File: config.mk
export PLATFORM = sky130hd
export DESIGN_NAME = clockDisplayTop
export DESIGN_NICKNAME = d
export VERILOG_FILES = /design/src/common/clockDisplayPkg.sv /design/src/verilog/clockDisplayTop.sv /design/src/verilog/pixelCompositor.sv /design/src/overlay/segmentGlyph.sv /design/src/overlay/digitFieldLocator.sv /design/src/vgaTiming/vgaTiming.sv
export SDC_FILE = /design/constraint.sdc
export NUM_CORES = 1
export LEC_CHECK = 0
export BUFFER_PORTS_ARGS = -buffer_cell sky130_fd_sc_hd__buf_2
export CAP_MARGIN = 20
export CORE_AREA = 4 4 101 103
export DETAILED_ROUTE_END_ITERATION = 8
export DIE_AREA = 0 0 105 107
export GPL_ROUTABILITY_DRIVEN = 0
export PLACE_DENSITY = 0.78
export SYNTH_ARGS = -nofsm -noshare
export SYNTH_HDL_FRONTEND = slang
export SYNTH_SLANG_ARGS = --single-unit
File: constraint.sdc
create_clock -name CLK -period 7 [get_ports CLK]
set_clock_uncertainty 0.1 [all_clocks]
set_input_delay 0.7 -clock CLK [delete_from_list [all_inputs] [get_ports CLK]]
set_output_delay 0.7 -clock CLK [all_outputs]
set_load 0.02 [all_outputs]
File: src/common/clockDisplayPkg.sv
// Clock display shared definitions

package clockDisplayPkg;

	////////////////////////////////
	// Basic data types
	////////////////////////////////

	typedef logic [9:0] pixelCoord;	// Screen or panel coordinate
	typedef logic [11:0] rgbColor;	// 4 bits each of R, G, B
	typedef logic [7:0] bcdByte;	// Two BCD digits, tens first
	typedef logic [3:0] bcdDigit;	// One BCD nibble

	typedef struct packed
	{
		logic [4:0] x;	// Column inside the digit cell
		logic [4:0] y;	// Row inside the digit cell
	} cellCoord;

	////////////////////////////////
	// Enums
	////////////////////////////////

	// Phase of one raster axis, in counting order
	typedef enum logic [1:0]
	{
		active = 2'd0,	// Visible region
		frontPorch = 2'd1,	// Gap before sync
		syncPulse = 2'd2,	// Sync asserted
		backPorch = 2'd3	// Gap after sync
	} timingPhase;

	// Panel row that a pixel falls in, order matches rowOffsetY
	typedef enum logic [1:0]
	{
		rowDate = 2'd0,	// Day, month, year
		rowTime = 2'd1,	// Hour, minute, second
		rowTimer = 2'd2,	// Timer hour, minute, second
		rowNone = 2'd3	// Outside every digit cell
	} fieldRow;

	////////////////////////////////
	// Panel layout
	////////////////////////////////

	localparam int cellWidth = 20;	// Digit cell width in pixels
	localparam int cellHeight = 30;	// Digit cell height in pixels
	localparam int segThick = 3;	// Segment stroke width

	localparam int rowOffsetY [3] = '{21, 71, 141};	// Top of each row, panel relative
	localparam int colOffsetX [6] = '{21, 46, 81, 106, 141, 166};	// Left of each column

	////////////////////////////////
	// Colours
	////////////////////////////////

	localparam rgbColor colorBlank = 12'h000;	// Blanking and off-panel
	localparam rgbColor colorPanel = 12'h124;	// Panel background
	localparam rgbColor colorDate = 12'hFFF;	// White
	localparam rgbColor colorTime = 12'h0F0;	// Green
	localparam rgbColor colorTimer = 12'hFA0;	// Amber

endpackage
File: src/verilog/clockDisplayTop.sv
// VGA clock display top level
`timescale 1ns/10ps

module clockDisplayTop #(
	parameter int hActive = 640,
	parameter int hFront = 16,
	parameter int hSync = 96,
	parameter int hBack = 48,
	parameter int vActive = 480,
	parameter int vFront = 10,
	parameter int vSync = 2,
	parameter int vBack = 33,
	parameter int panelX = 100,	// Panel placement on screen
	parameter int panelY = 100,
	parameter int panelSize = 200
)
(
	input logic CLK,	// Pixel clock
	input logic rstN,
	input clockDisplayPkg::bcdByte dayBcd,	// RTC date
	input clockDisplayPkg::bcdByte monthBcd,
	input clockDisplayPkg::bcdByte yearBcd,
	input clockDisplayPkg::bcdByte hourBcd,	// RTC time
	input clockDisplayPkg::bcdByte minuteBcd,
	input clockDisplayPkg::bcdByte secondBcd,
	input clockDisplayPkg::bcdByte timerHourBcd,	// RTC timer
	input clockDisplayPkg::bcdByte timerMinuteBcd,
	input clockDisplayPkg::bcdByte timerSecondBcd,
	output clockDisplayPkg::rgbColor colorOut,
	output logic hSyncN,
	output logic vSyncN,
	output logic videoOn,
	output clockDisplayPkg::pixelCoord pixelX,
	output clockDisplayPkg::pixelCoord pixelY
);

	clockDisplayPkg::pixelCoord hPos;	// Counter outputs
	clockDisplayPkg::pixelCoord vPos;
	logic lineSync;
	logic frameSync;
	logic activeVideo;
	logic inPanel;	// Locator outputs
	clockDisplayPkg::fieldRow row;
	clockDisplayPkg::cellCoord cellPos;
	clockDisplayPkg::bcdDigit digit;
	logic segmentOn;	// Glyph output

	vgaTiming #(
		.hActive(hActive), .hFront(hFront), .hSync(hSync), .hBack(hBack),
		.vActive(vActive), .vFront(vFront), .vSync(vSync), .vBack(vBack)
	) timingGen (
		.CLK(CLK), .rstN(rstN), .hPos(hPos), .vPos(vPos),
		.lineSync(lineSync), .frameSync(frameSync), .activeVideo(activeVideo)
	);

	digitFieldLocator #(.panelX(panelX), .panelY(panelY), .panelSize(panelSize)) locator (
		.hPos(hPos), .vPos(vPos),
		.dayBcd(dayBcd), .monthBcd(monthBcd), .yearBcd(yearBcd),
		.hourBcd(hourBcd), .minuteBcd(minuteBcd), .secondBcd(secondBcd),
		.timerHourBcd(timerHourBcd), .timerMinuteBcd(timerMinuteBcd),
		.timerSecondBcd(timerSecondBcd),
		.inPanel(inPanel), .row(row), .cellPos(cellPos), .digit(digit)
	);

	segmentGlyph glyph (.digit(digit), .cellPos(cellPos), .segmentOn(segmentOn));

	pixelCompositor compositor (
		.CLK(CLK), .rstN(rstN), .activeVideo(activeVideo),
		.lineSync(lineSync), .frameSync(frameSync), .hPos(hPos), .vPos(vPos),
		.inPanel(inPanel), .row(row), .segmentOn(segmentOn),
		.colorOut(colorOut), .hSyncN(hSyncN), .vSyncN(vSyncN),
		.videoOn(videoOn), .pixelX(pixelX), .pixelY(pixelY)
	);

endmodule

File: src/verilog/pixelCompositor.sv
// Pixel colour output stage
`timescale 1ns/10ps

module pixelCompositor
(
	input logic CLK,
	input logic rstN,
	input logic activeVideo,	// Visible pixel
	input logic lineSync,	// Horizontal sync, active high
	input logic frameSync,	// Vertical sync, active high
	input clockDisplayPkg::pixelCoord hPos,
	input clockDisplayPkg::pixelCoord vPos,
	input logic inPanel,
	input clockDisplayPkg::fieldRow row,
	input logic segmentOn,
	output clockDisplayPkg::rgbColor colorOut,	// Registered colour
	output logic hSyncN,	// Active low
	output logic vSyncN,	// Active low
	output logic videoOn,	// Aligned with colorOut
	output clockDisplayPkg::pixelCoord pixelX,
	output clockDisplayPkg::pixelCoord pixelY
);

	clockDisplayPkg::rgbColor nextColor;	// Colour before the register

	// Colour rule, first match wins
	always_comb
	begin
		if (!activeVideo || !inPanel)
			nextColor = clockDisplayPkg::colorBlank;	// Blanking or off-panel
		else if (segmentOn)	// Only set inside a cell with a valid digit
		begin
			case (row)
				clockDisplayPkg::rowDate: nextColor = clockDisplayPkg::colorDate;
				clockDisplayPkg::rowTime: nextColor = clockDisplayPkg::colorTime;
				clockDisplayPkg::rowTimer: nextColor = clockDisplayPkg::colorTimer;
				default: nextColor = clockDisplayPkg::colorPanel;
			endcase
		end
		else
			nextColor = clockDisplayPkg::colorPanel;	// Panel background
	end

	always_ff @(posedge CLK)
	begin
		if (!rstN)
		begin
			colorOut <= clockDisplayPkg::colorBlank;
			hSyncN <= 1'b1;	// Sync idle
			vSyncN <= 1'b1;
			videoOn <= 1'b0;
		end
		else
		begin
			colorOut <= nextColor;
			hSyncN <= ~lineSync;
			vSyncN <= ~frameSync;
			videoOn <= activeVideo;
		end
	end

	always_ff @(posedge CLK)
	begin
		pixelX <= hPos;	// Same pixel as colorOut
		pixelY <= vPos;
	end

endmodule

File: src/overlay/segmentGlyph.sv
// Seven-segment glyph generator
`timescale 1ns/10ps

module segmentGlyph
(
	input clockDisplayPkg::bcdDigit digit,	// Value to draw
	input clockDisplayPkg::cellCoord cellPos,	// Pixel inside the cell
	output logic segmentOn	// Pixel lies on a lit segment
);

	////////////////////////////////
	// Segment geometry
	////////////////////////////////

	localparam logic [4:0] thick = 5'(clockDisplayPkg::segThick);
	localparam logic [4:0] rightIn = 5'(clockDisplayPkg::cellWidth - clockDisplayPkg::segThick);
	localparam logic [4:0] bottomIn =
		5'(clockDisplayPkg::cellHeight - clockDisplayPkg::segThick);	// Top of segment d
	localparam logic [4:0] midTop =
		5'((clockDisplayPkg::cellHeight - clockDisplayPkg::segThick) / 2);	// Top of segment g
	localparam logic [4:0] midEnd = midTop + thick;	// First row below g

	logic [6:0] litMask;	// Segments a..g, a is MSB
	logic [6:0] region;	// Segment areas that hold the pixel
	logic inBarX;	// Between the vertical strokes
	logic leftCol;
	logic rightCol;
	logic upperHalf;	// Between a and g
	logic lowerHalf;	// Between g and d

	// Standard patterns, anything above nine stays dark
	always_comb
	begin
		case (digit)
			4'd0: litMask = 7'b1111110;
			4'd1: litMask = 7'b0110000;
			4'd2: litMask = 7'b1101101;
			4'd3: litMask = 7'b1111001;
			4'd4: litMask = 7'b0110011;
			4'd5: litMask = 7'b1011011;
			4'd6: litMask = 7'b1011111;
			4'd7: litMask = 7'b1110000;
			4'd8: litMask = 7'b1111111;
			4'd9: litMask = 7'b1111011;
			default: litMask = 7'b0000000;
		endcase
	end

	assign inBarX = (cellPos.x >= thick) && (cellPos.x < rightIn);	// Columns 3..16
	assign leftCol = (cellPos.x < thick);	// Columns 0..2
	assign rightCol = (cellPos.x >= rightIn);	// Columns 17..19
	assign upperHalf = (cellPos.y >= thick) && (cellPos.y < midTop);	// Rows 3..12
	assign lowerHalf = (cellPos.y >= midEnd) && (cellPos.y < bottomIn);	// Rows 16..26

	assign region[6] = inBarX && (cellPos.y < thick);	// a
	assign region[5] = rightCol && upperHalf;	// b
	assign region[4] = rightCol && lowerHalf;	// c
	assign region[3] = inBarX && (cellPos.y >= bottomIn);	// d
	assign region[2] = leftCol && lowerHalf;	// e
	assign region[1] = leftCol && upperHalf;	// f
	assign region[0] = inBarX && (cellPos.y >= midTop) && (cellPos.y < midEnd);	// g

	assign segmentOn = |(litMask & region);

endmodule

File: src/overlay/digitFieldLocator.sv
// Panel and digit cell locator
`timescale 1ns/10ps

module digitFieldLocator #(
	parameter int panelX = 100,	// Panel left edge on screen
	parameter int panelY = 100,	// Panel top edge on screen
	parameter int panelSize = 200	// Panel is square
)
(
	input clockDisplayPkg::pixelCoord hPos,	// Screen column
	input clockDisplayPkg::pixelCoord vPos,	// Screen line
	input clockDisplayPkg::bcdByte dayBcd,
	input clockDisplayPkg::bcdByte monthBcd,
	input clockDisplayPkg::bcdByte yearBcd,
	input clockDisplayPkg::bcdByte hourBcd,
	input clockDisplayPkg::bcdByte minuteBcd,
	input clockDisplayPkg::bcdByte secondBcd,
	input clockDisplayPkg::bcdByte timerHourBcd,
	input clockDisplayPkg::bcdByte timerMinuteBcd,
	input clockDisplayPkg::bcdByte timerSecondBcd,
	output logic inPanel,	// Pixel inside panel window
	output clockDisplayPkg::fieldRow row,	// Row of the cell, rowNone if none
	output clockDisplayPkg::cellCoord cellPos,	// Position inside the cell
	output clockDisplayPkg::bcdDigit digit	// Nibble for the cell, F if none
);

	localparam clockDisplayPkg::pixelCoord panelLeft = clockDisplayPkg::pixelCoord'(panelX);
	localparam clockDisplayPkg::pixelCoord panelTop = clockDisplayPkg::pixelCoord'(panelY);
	localparam clockDisplayPkg::pixelCoord panelRight =
		clockDisplayPkg::pixelCoord'(panelX + panelSize);	// First column past the panel
	localparam clockDisplayPkg::pixelCoord panelBottom =
		clockDisplayPkg::pixelCoord'(panelY + panelSize);	// First line past the panel
	localparam clockDisplayPkg::pixelCoord width =
		clockDisplayPkg::pixelCoord'(clockDisplayPkg::cellWidth);
	localparam clockDisplayPkg::pixelCoord height =
		clockDisplayPkg::pixelCoord'(clockDisplayPkg::cellHeight);

	clockDisplayPkg::pixelCoord relX;	// Panel relative column
	clockDisplayPkg::pixelCoord relY;	// Panel relative line
	clockDisplayPkg::bcdByte rowBytes [3][3];	// Bytes per row, left to right

	////////////////////////////////
	// Byte layout
	////////////////////////////////

	assign rowBytes[0][0] = dayBcd;
	assign rowBytes[0][1] = monthBcd;
	assign rowBytes[0][2] = yearBcd;
	assign rowBytes[1][0] = hourBcd;
	assign rowBytes[1][1] = minuteBcd;
	assign rowBytes[1][2] = secondBcd;
	assign rowBytes[2][0] = timerHourBcd;
	assign rowBytes[2][1] = timerMinuteBcd;
	assign rowBytes[2][2] = timerSecondBcd;

	// Half-open window, left and top edges included
	assign inPanel = (hPos >= panelLeft) && (hPos < panelRight) &&
		(vPos >= panelTop) && (vPos < panelBottom);
	assign relX = hPos - panelLeft;
	assign relY = vPos - panelTop;

	////////////////////////////////
	// Cell search
	////////////////////////////////

	always_comb
	begin
		clockDisplayPkg::pixelCoord edgeAt;	// Offset under test
		clockDisplayPkg::pixelCoord rowTop;	// Top of matched row
		clockDisplayPkg::pixelCoord colLeft;	// Left of matched column
		clockDisplayPkg::pixelCoord dx;
		clockDisplayPkg::pixelCoord dy;
		clockDisplayPkg::bcdByte byteSel;	// Byte feeding this cell
		logic [1:0] rowIdx;
		logic [2:0] colIdx;
		logic rowHit;
		logic colHit;

		rowHit = 1'b0;
		rowIdx = '0;
		rowTop = '0;
		for (int r = 0; r < 3; r++)
		begin
			edgeAt = clockDisplayPkg::pixelCoord'(clockDisplayPkg::rowOffsetY[r]);
			if (relY >= edgeAt && relY < edgeAt + height)	// Rows never overlap
			begin
				rowHit = 1'b1;
				rowIdx = 2'(r);
				rowTop = edgeAt;
			end
		end

		colHit = 1'b0;
		colIdx = '0;
		colLeft = '0;
		for (int c = 0; c < 6; c++)
		begin
			edgeAt = clockDisplayPkg::pixelCoord'(clockDisplayPkg::colOffsetX[c]);
			if (relX >= edgeAt && relX < edgeAt + width)
			begin
				colHit = 1'b1;
				colIdx = 3'(c);
				colLeft = edgeAt;
			end
		end

		dx = relX - colLeft;
		dy = relY - rowTop;
		byteSel = rowBytes[rowIdx][colIdx[2:1]];	// Two columns per byte

		if (inPanel && rowHit && colHit)
		begin
			row = clockDisplayPkg::fieldRow'(rowIdx);
			cellPos.x = dx[4:0];
			cellPos.y = dy[4:0];
			digit = colIdx[0] ? byteSel[3:0] : byteSel[7:4];	// Even column is tens
		end
		else
		begin
			row = clockDisplayPkg::rowNone;	// Background pixel
			cellPos = '0;
			digit = 4'hF;
		end
	end

endmodule

File: src/vgaTiming/vgaTiming.sv
// VGA raster timing generator
`timescale 1ns/10ps

module vgaTiming #(
	parameter int hActive = 640,	// Visible pixels per line
	parameter int hFront = 16,	// Horizontal front porch
	parameter int hSync = 96,	// Horizontal sync width
	parameter int hBack = 48,	// Horizontal back porch
	parameter int vActive = 480,	// Visible lines per frame
	parameter int vFront = 10,	// Vertical front porch
	parameter int vSync = 2,	// Vertical sync width in lines
	parameter int vBack = 33	// Vertical back porch
)
(
	input logic CLK,	// Pixel clock
	input logic rstN,	// Sync reset, active low
	output clockDisplayPkg::pixelCoord hPos,	// Current column
	output clockDisplayPkg::pixelCoord vPos,	// Current line
	output logic lineSync,	// Horizontal sync, active high
	output logic frameSync,	// Vertical sync, active high
	output logic activeVideo	// Both axes visible
);

	////////////////////////////////
	// Phase boundaries
	////////////////////////////////

	localparam clockDisplayPkg::pixelCoord hFrontStart =
		clockDisplayPkg::pixelCoord'(hActive);
	localparam clockDisplayPkg::pixelCoord hSyncStart =
		clockDisplayPkg::pixelCoord'(hActive + hFront);
	localparam clockDisplayPkg::pixelCoord hBackStart =
		clockDisplayPkg::pixelCoord'(hActive + hFront + hSync);
	localparam clockDisplayPkg::pixelCoord hLast =
		clockDisplayPkg::pixelCoord'(hActive + hFront + hSync + hBack - 1);	// 799 by default

	localparam clockDisplayPkg::pixelCoord vFrontStart =
		clockDisplayPkg::pixelCoord'(vActive);
	localparam clockDisplayPkg::pixelCoord vSyncStart =
		clockDisplayPkg::pixelCoord'(vActive + vFront);
	localparam clockDisplayPkg::pixelCoord vBackStart =
		clockDisplayPkg::pixelCoord'(vActive + vFront + vSync);
	localparam clockDisplayPkg::pixelCoord vLast =
		clockDisplayPkg::pixelCoord'(vActive + vFront + vSync + vBack - 1);	// 524 by default

	clockDisplayPkg::pixelCoord hCount;	// Column counter
	clockDisplayPkg::pixelCoord vCount;	// Line counter
	clockDisplayPkg::timingPhase hPhase;	// Horizontal phase
	clockDisplayPkg::timingPhase vPhase;	// Vertical phase

	// Same decode for both axes, only the boundaries differ
	function automatic clockDisplayPkg::timingPhase decodePhase
	(
		input clockDisplayPkg::pixelCoord pos,
		input clockDisplayPkg::pixelCoord frontStart,
		input clockDisplayPkg::pixelCoord syncStart,
		input clockDisplayPkg::pixelCoord backStart
	);
		if (pos < frontStart)
			return clockDisplayPkg::active;
		else if (pos < syncStart)
			return clockDisplayPkg::frontPorch;
		else if (pos < backStart)
			return clockDisplayPkg::syncPulse;
		else
			return clockDisplayPkg::backPorch;
	endfunction

	////////////////////////////////
	// Counters
	////////////////////////////////

	always_ff @(posedge CLK)
	begin
		if (!rstN)
		begin
			hCount <= '0;	// Start of frame
			vCount <= '0;
		end
		else if (hCount == hLast)	// End of line
		begin
			hCount <= '0;
			if (vCount == vLast)	// End of frame
				vCount <= '0;
			else
				vCount <= vCount + 1'b1;	// Next line
		end
		else
			hCount <= hCount + 1'b1;	// Next pixel
	end

	////////////////////////////////
	// Decode
	////////////////////////////////

	always_comb
	begin
		hPhase = decodePhase(hCount, hFrontStart, hSyncStart, hBackStart);
		vPhase = decodePhase(vCount, vFrontStart, vSyncStart, vBackStart);
	end

	assign hPos = hCount;
	assign vPos = vCount;
	assign lineSync = (hPhase == clockDisplayPkg::syncPulse);	// Inside horizontal pulse
	assign frameSync = (vPhase == clockDisplayPkg::syncPulse);	// Inside vertical pulse
	assign activeVideo = (hPhase == clockDisplayPkg::active) &&
		(vPhase == clockDisplayPkg::active);	// Visible in both axes

endmodule

==> impl_metrics.toml <==
[critical_path]
arrival_ns = 6.38
crit_type = "flop to flop"
rrSetupSlack_ns = 0.69
crit_required_ns = 7.07
reg2reg_depth = 21
timing.rr.start = "timingGen.vPos[2]"
cp_max_fo = 23
reg2reg_to = "compositor.colorOut[10]"
crit_path_end_kind = "flop"
startpoint = "timingGen.vPos[2]"
cp-start-kind = "flop"

[pwr]
pwr-share-seq = 0.507
p_sw_mw = 0.145
p_total_mw = 0.576
combPwrFrac = 0.135
clockPowerShare = 0.358
ir_worst_vdd_v = 0.0000941
switching_share = 0.252
p_int_mw = 0.431
p_leak_nw = 2.15
p_per_area_mw_per_mm2 = 111

[sta]
finalCriticalPeriod_ns = 6.31
period_share = 0.901
finalSetupViolations = 0
tightest_slew_ns = 1.00
rsz0062_at_grt = "false"
maxSlewViolCount = 0
fin_setup_tns_ns = 0
timing.fmax_mhz = 159
setup_slack_ns = 0.692
hold_viol = 0
slew_headroom = 0.326

[detailed_routing]
drt_iter0_drc = 317
dr.pass1.iters = 6
vias = 4650
wl_um = 12600
drt.antenna.violating_nets = 0
routed_via_density = 6.04
wl_per_cell_um = 16.4
drc = 0

[finish]
seq_area_sq_mm = 0.00100
syn2layout_area_growth_pct = 13.3
diodes = 0
nets = 771
multiInputGateArea_sq_mm = 0.00324
drive_gt1_frac = 0.220
fillers = 838

[floorplanning]
io_pins = 109
die_h_um = 107
dieArea_sq_mm = 0.0112
rows = 35
die_width_um = 105
initial_core_util = 0.498
core_sq_mm = 0.00920

[clock_network]
clk_latency_ns = 0.31
cts_buffer_depth = 2
cts_tree = "yes"
htreeDepth = 2
cts_setup_buffers = 0
cts_sinks = 50
cts-buffers-inserted = 5
clock-root-buffer = "clkbuf_8"
clk_pin_slew_ns = 0.10
hold_buffers = 0
postCtsResizedCells = 0

[global_routing]
grt_antenna_before_repair = 0
grt.overflow.total = 0
busiest_layer = "met2"
grtUsageMet2 = 0.374
grt_pass1_vias = 4339
grt_pass1_wl_um = 20600
use_met1 = 0.277
grt_max_degree = 24
grt_util_all_layers = 0.217
globalRouteMet3Util = 0.0373

[synth]
syn_area_per_cell_sq_um = 7.93
ys_top_cells_by_area = "dfxtp_1 22%, ha_1 10%, nand2_1 4.1%"
synth_edf_count = 0
synthesis.nets = 690
synth-warning-count = 0
syn_inst = 577
synth_top_area_frac = 0.219
synth_area_leader_cell = "dfxtp_1"
synth_area_sq_mm = 0.00458
ys_types = 83
ys_ff_latch = 50
yosysSeqAreaShare = 0.219
async_flop_share = 0
synth_ff_type = "dfxtp_1"

[min_path]
hold_depth = 0
min-delay-start = "timingGen.vPos[0]"
hold_path_end = "compositor.pixelY[0]"
hold_class = "flop to flop"

[run]
cap_violations = 0

[placed_design]
port_buffers = 108
place_ws_ns = 0.791
dpl.hpwl_um = 9930

[outcome]
run_status = "complete, no violations"
==> registers in the layout, summed over array words and instances, names as in the netlist <==
| register | cells |
|---|---|
| compositor.vSyncN | 1 |
| timingGen.vPos | 10 |
| compositor.videoOn | 1 |
| compositor.pixelX | 10 |
| timingGen.hPos | 10 |
| compositor.hSyncN | 1 |
| compositor.colorOut | 7 |
| compositor.pixelY | 10 |
==> power groups by stage <==
stage          clock network (mW)  registers (mW)  logic (mW)
3_5_place_dp                    0           0.298      0.0765
5_1_grt                     0.223           0.293      0.0871
6_report                    0.206           0.292      0.0777
4_1_cts                     0.212           0.292      0.0769
3_3_place_gp                    0           0.298      0.0755
2_1_floorplan                   0           0.299      0.0427
==> final cells by class <==
type,instances,area share
well taps,111,0.0268
clock inverters,2,0.00724
multi-input cells,454,0.626
clock buffers,6,0.0140
repair buffers,109,0.106
flip-flops and latches,50,0.193
inverters,38,0.0275
==> kinds of logic (layout without fill, tap and decap cells) <==
| family | after synthesis | after routing | synth area share |
|---|---|---|---|
| and+or+nand+nor | 214 | 214 | 0.244 |
| DFF | 50 | 50 | 0.219 |
| AOI/OAI and AO/OA | 168 | 168 | 0.289 |
| muxes | 3 | 3 | 0.00684 |
| adders and majority gates | 39 | 39 | 0.110 |
| buffers and inverters | 73 | 155 | 0.0722 |
| xor gates and xnor gates | 30 | 30 | 0.0591 |
==> cell usage after synthesis (9+ instances only) <==
| master | n |
|---|---|
| xnor2_1 | 20 |
| clkbuf_1 | 13 |
| nand4_1 | 10 |
| nand2_1 | 50 |
| a211oi_1 | 14 |
| and2_1 | 10 |
| xor2_1 | 9 |
| dfxtp_1 | 50 |
| ha_1 | 37 |
| o21ai_0 | 23 |
| nor2_1 | 42 |
| nor4_1 | 10 |
| nor3_1 | 12 |
| o2111ai_1 | 10 |
| o311a_1 | 10 |
| buf_2 | 12 |
| inv_1 | 36 |
| nand3_1 | 29 |
| a21oi_1 | 22 |
==> worst max-delay path, stage by stage (launching register included) <==
cell      delay [ns]
dfxtp_1         0.45
inv_1           0.22
ha_1            0.35
nor2b_1         0.42
o21ai_0         0.16
a211oi_2        0.47
o211a_2         0.56
inv_2           0.26
o221ai_1        0.21
ha_1            0.24
inv_1           0.05
fa_1            0.39
a21o_1          0.18
a21oi_1         0.17
xnor2_1         0.12
xnor2_1         0.38
nor2_1          0.10
and4_1          0.24
o31a_1          0.11
a2111o_1        0.42
o41ai_2         0.40
a211oi_1        0.16
==> stage by stage <==
| step | utilization | cell area (sq um) | hold slack (ns) | cells |
|---|---|---|---|---|
| after detailed placement | 0.552 | 5070 | 0.301 | 762 |
| after global placement | 0.552 | 5070 | 0.296 | 762 |
| after global routing | 0.564 | 5180 | 0.322 | 770 |
| final | 0.564 | 5180 | 0.312 | 770 |
| after floorplan | - | 4580 | 0.226 | 577 |
| after CTS | 0.564 | 5180 | 0.313 | 770 |
==> how the worst max path moves through the flow <==
| stage | slack [ns] | cells past startpoint | endpoint |
|---|---|---|---|
| 3_5_place_dp | 0.79 | 21 | compositor.colorOut[10] |
| 3_3_place_gp | 1.11 | 21 | compositor.colorOut[6] |
| 4_1_cts | 0.76 | 21 | compositor.colorOut[10] |
| 5_1_grt | 0.18 | 21 | compositor.colorOut[2] |
| 6_report | 0.69 | 21 | compositor.colorOut[10] |
| 2_1_floorplan | 1.60 | 21 | compositor.colorOut[10] |
==> layer usage <==
layer,part of all wire,vias to the layer above,routed length (um)
li1,-,2286,-
met1,0.44,2171,5510
met3,0.067,24,839
met5,0,-,0
met4,0.016,0,207
met2,0.48,169,6040
==> layout by cell type (no fill, tap or decap), drive strengths merged, types with 5 or more instances in the layout <==
cell	netlist	routed
o21ai	26	26
a21o	6	6
nand2b	8	8
buf	22	109
a21oi	24	24
nor3	14	14
or4	5	5
o2111ai	10	10
xor2	10	10
xnor2	20	20
clkbuf	13	6
o211ai	5	5
nor4	10	10
a22oi	8	8
o22ai	8	8
nor2b	8	8
dfxtp	50	50
and3	5	5
nand2	50	50
ha	37	37
o21a	8	8
nand3	29	29
or3	8	8
a211oi	15	15
and2	13	13
nor2	43	43
nand4	11	11
o311a	10	10
inv	38	38
No activity file was read; power rests on OpenSTA's default activity.
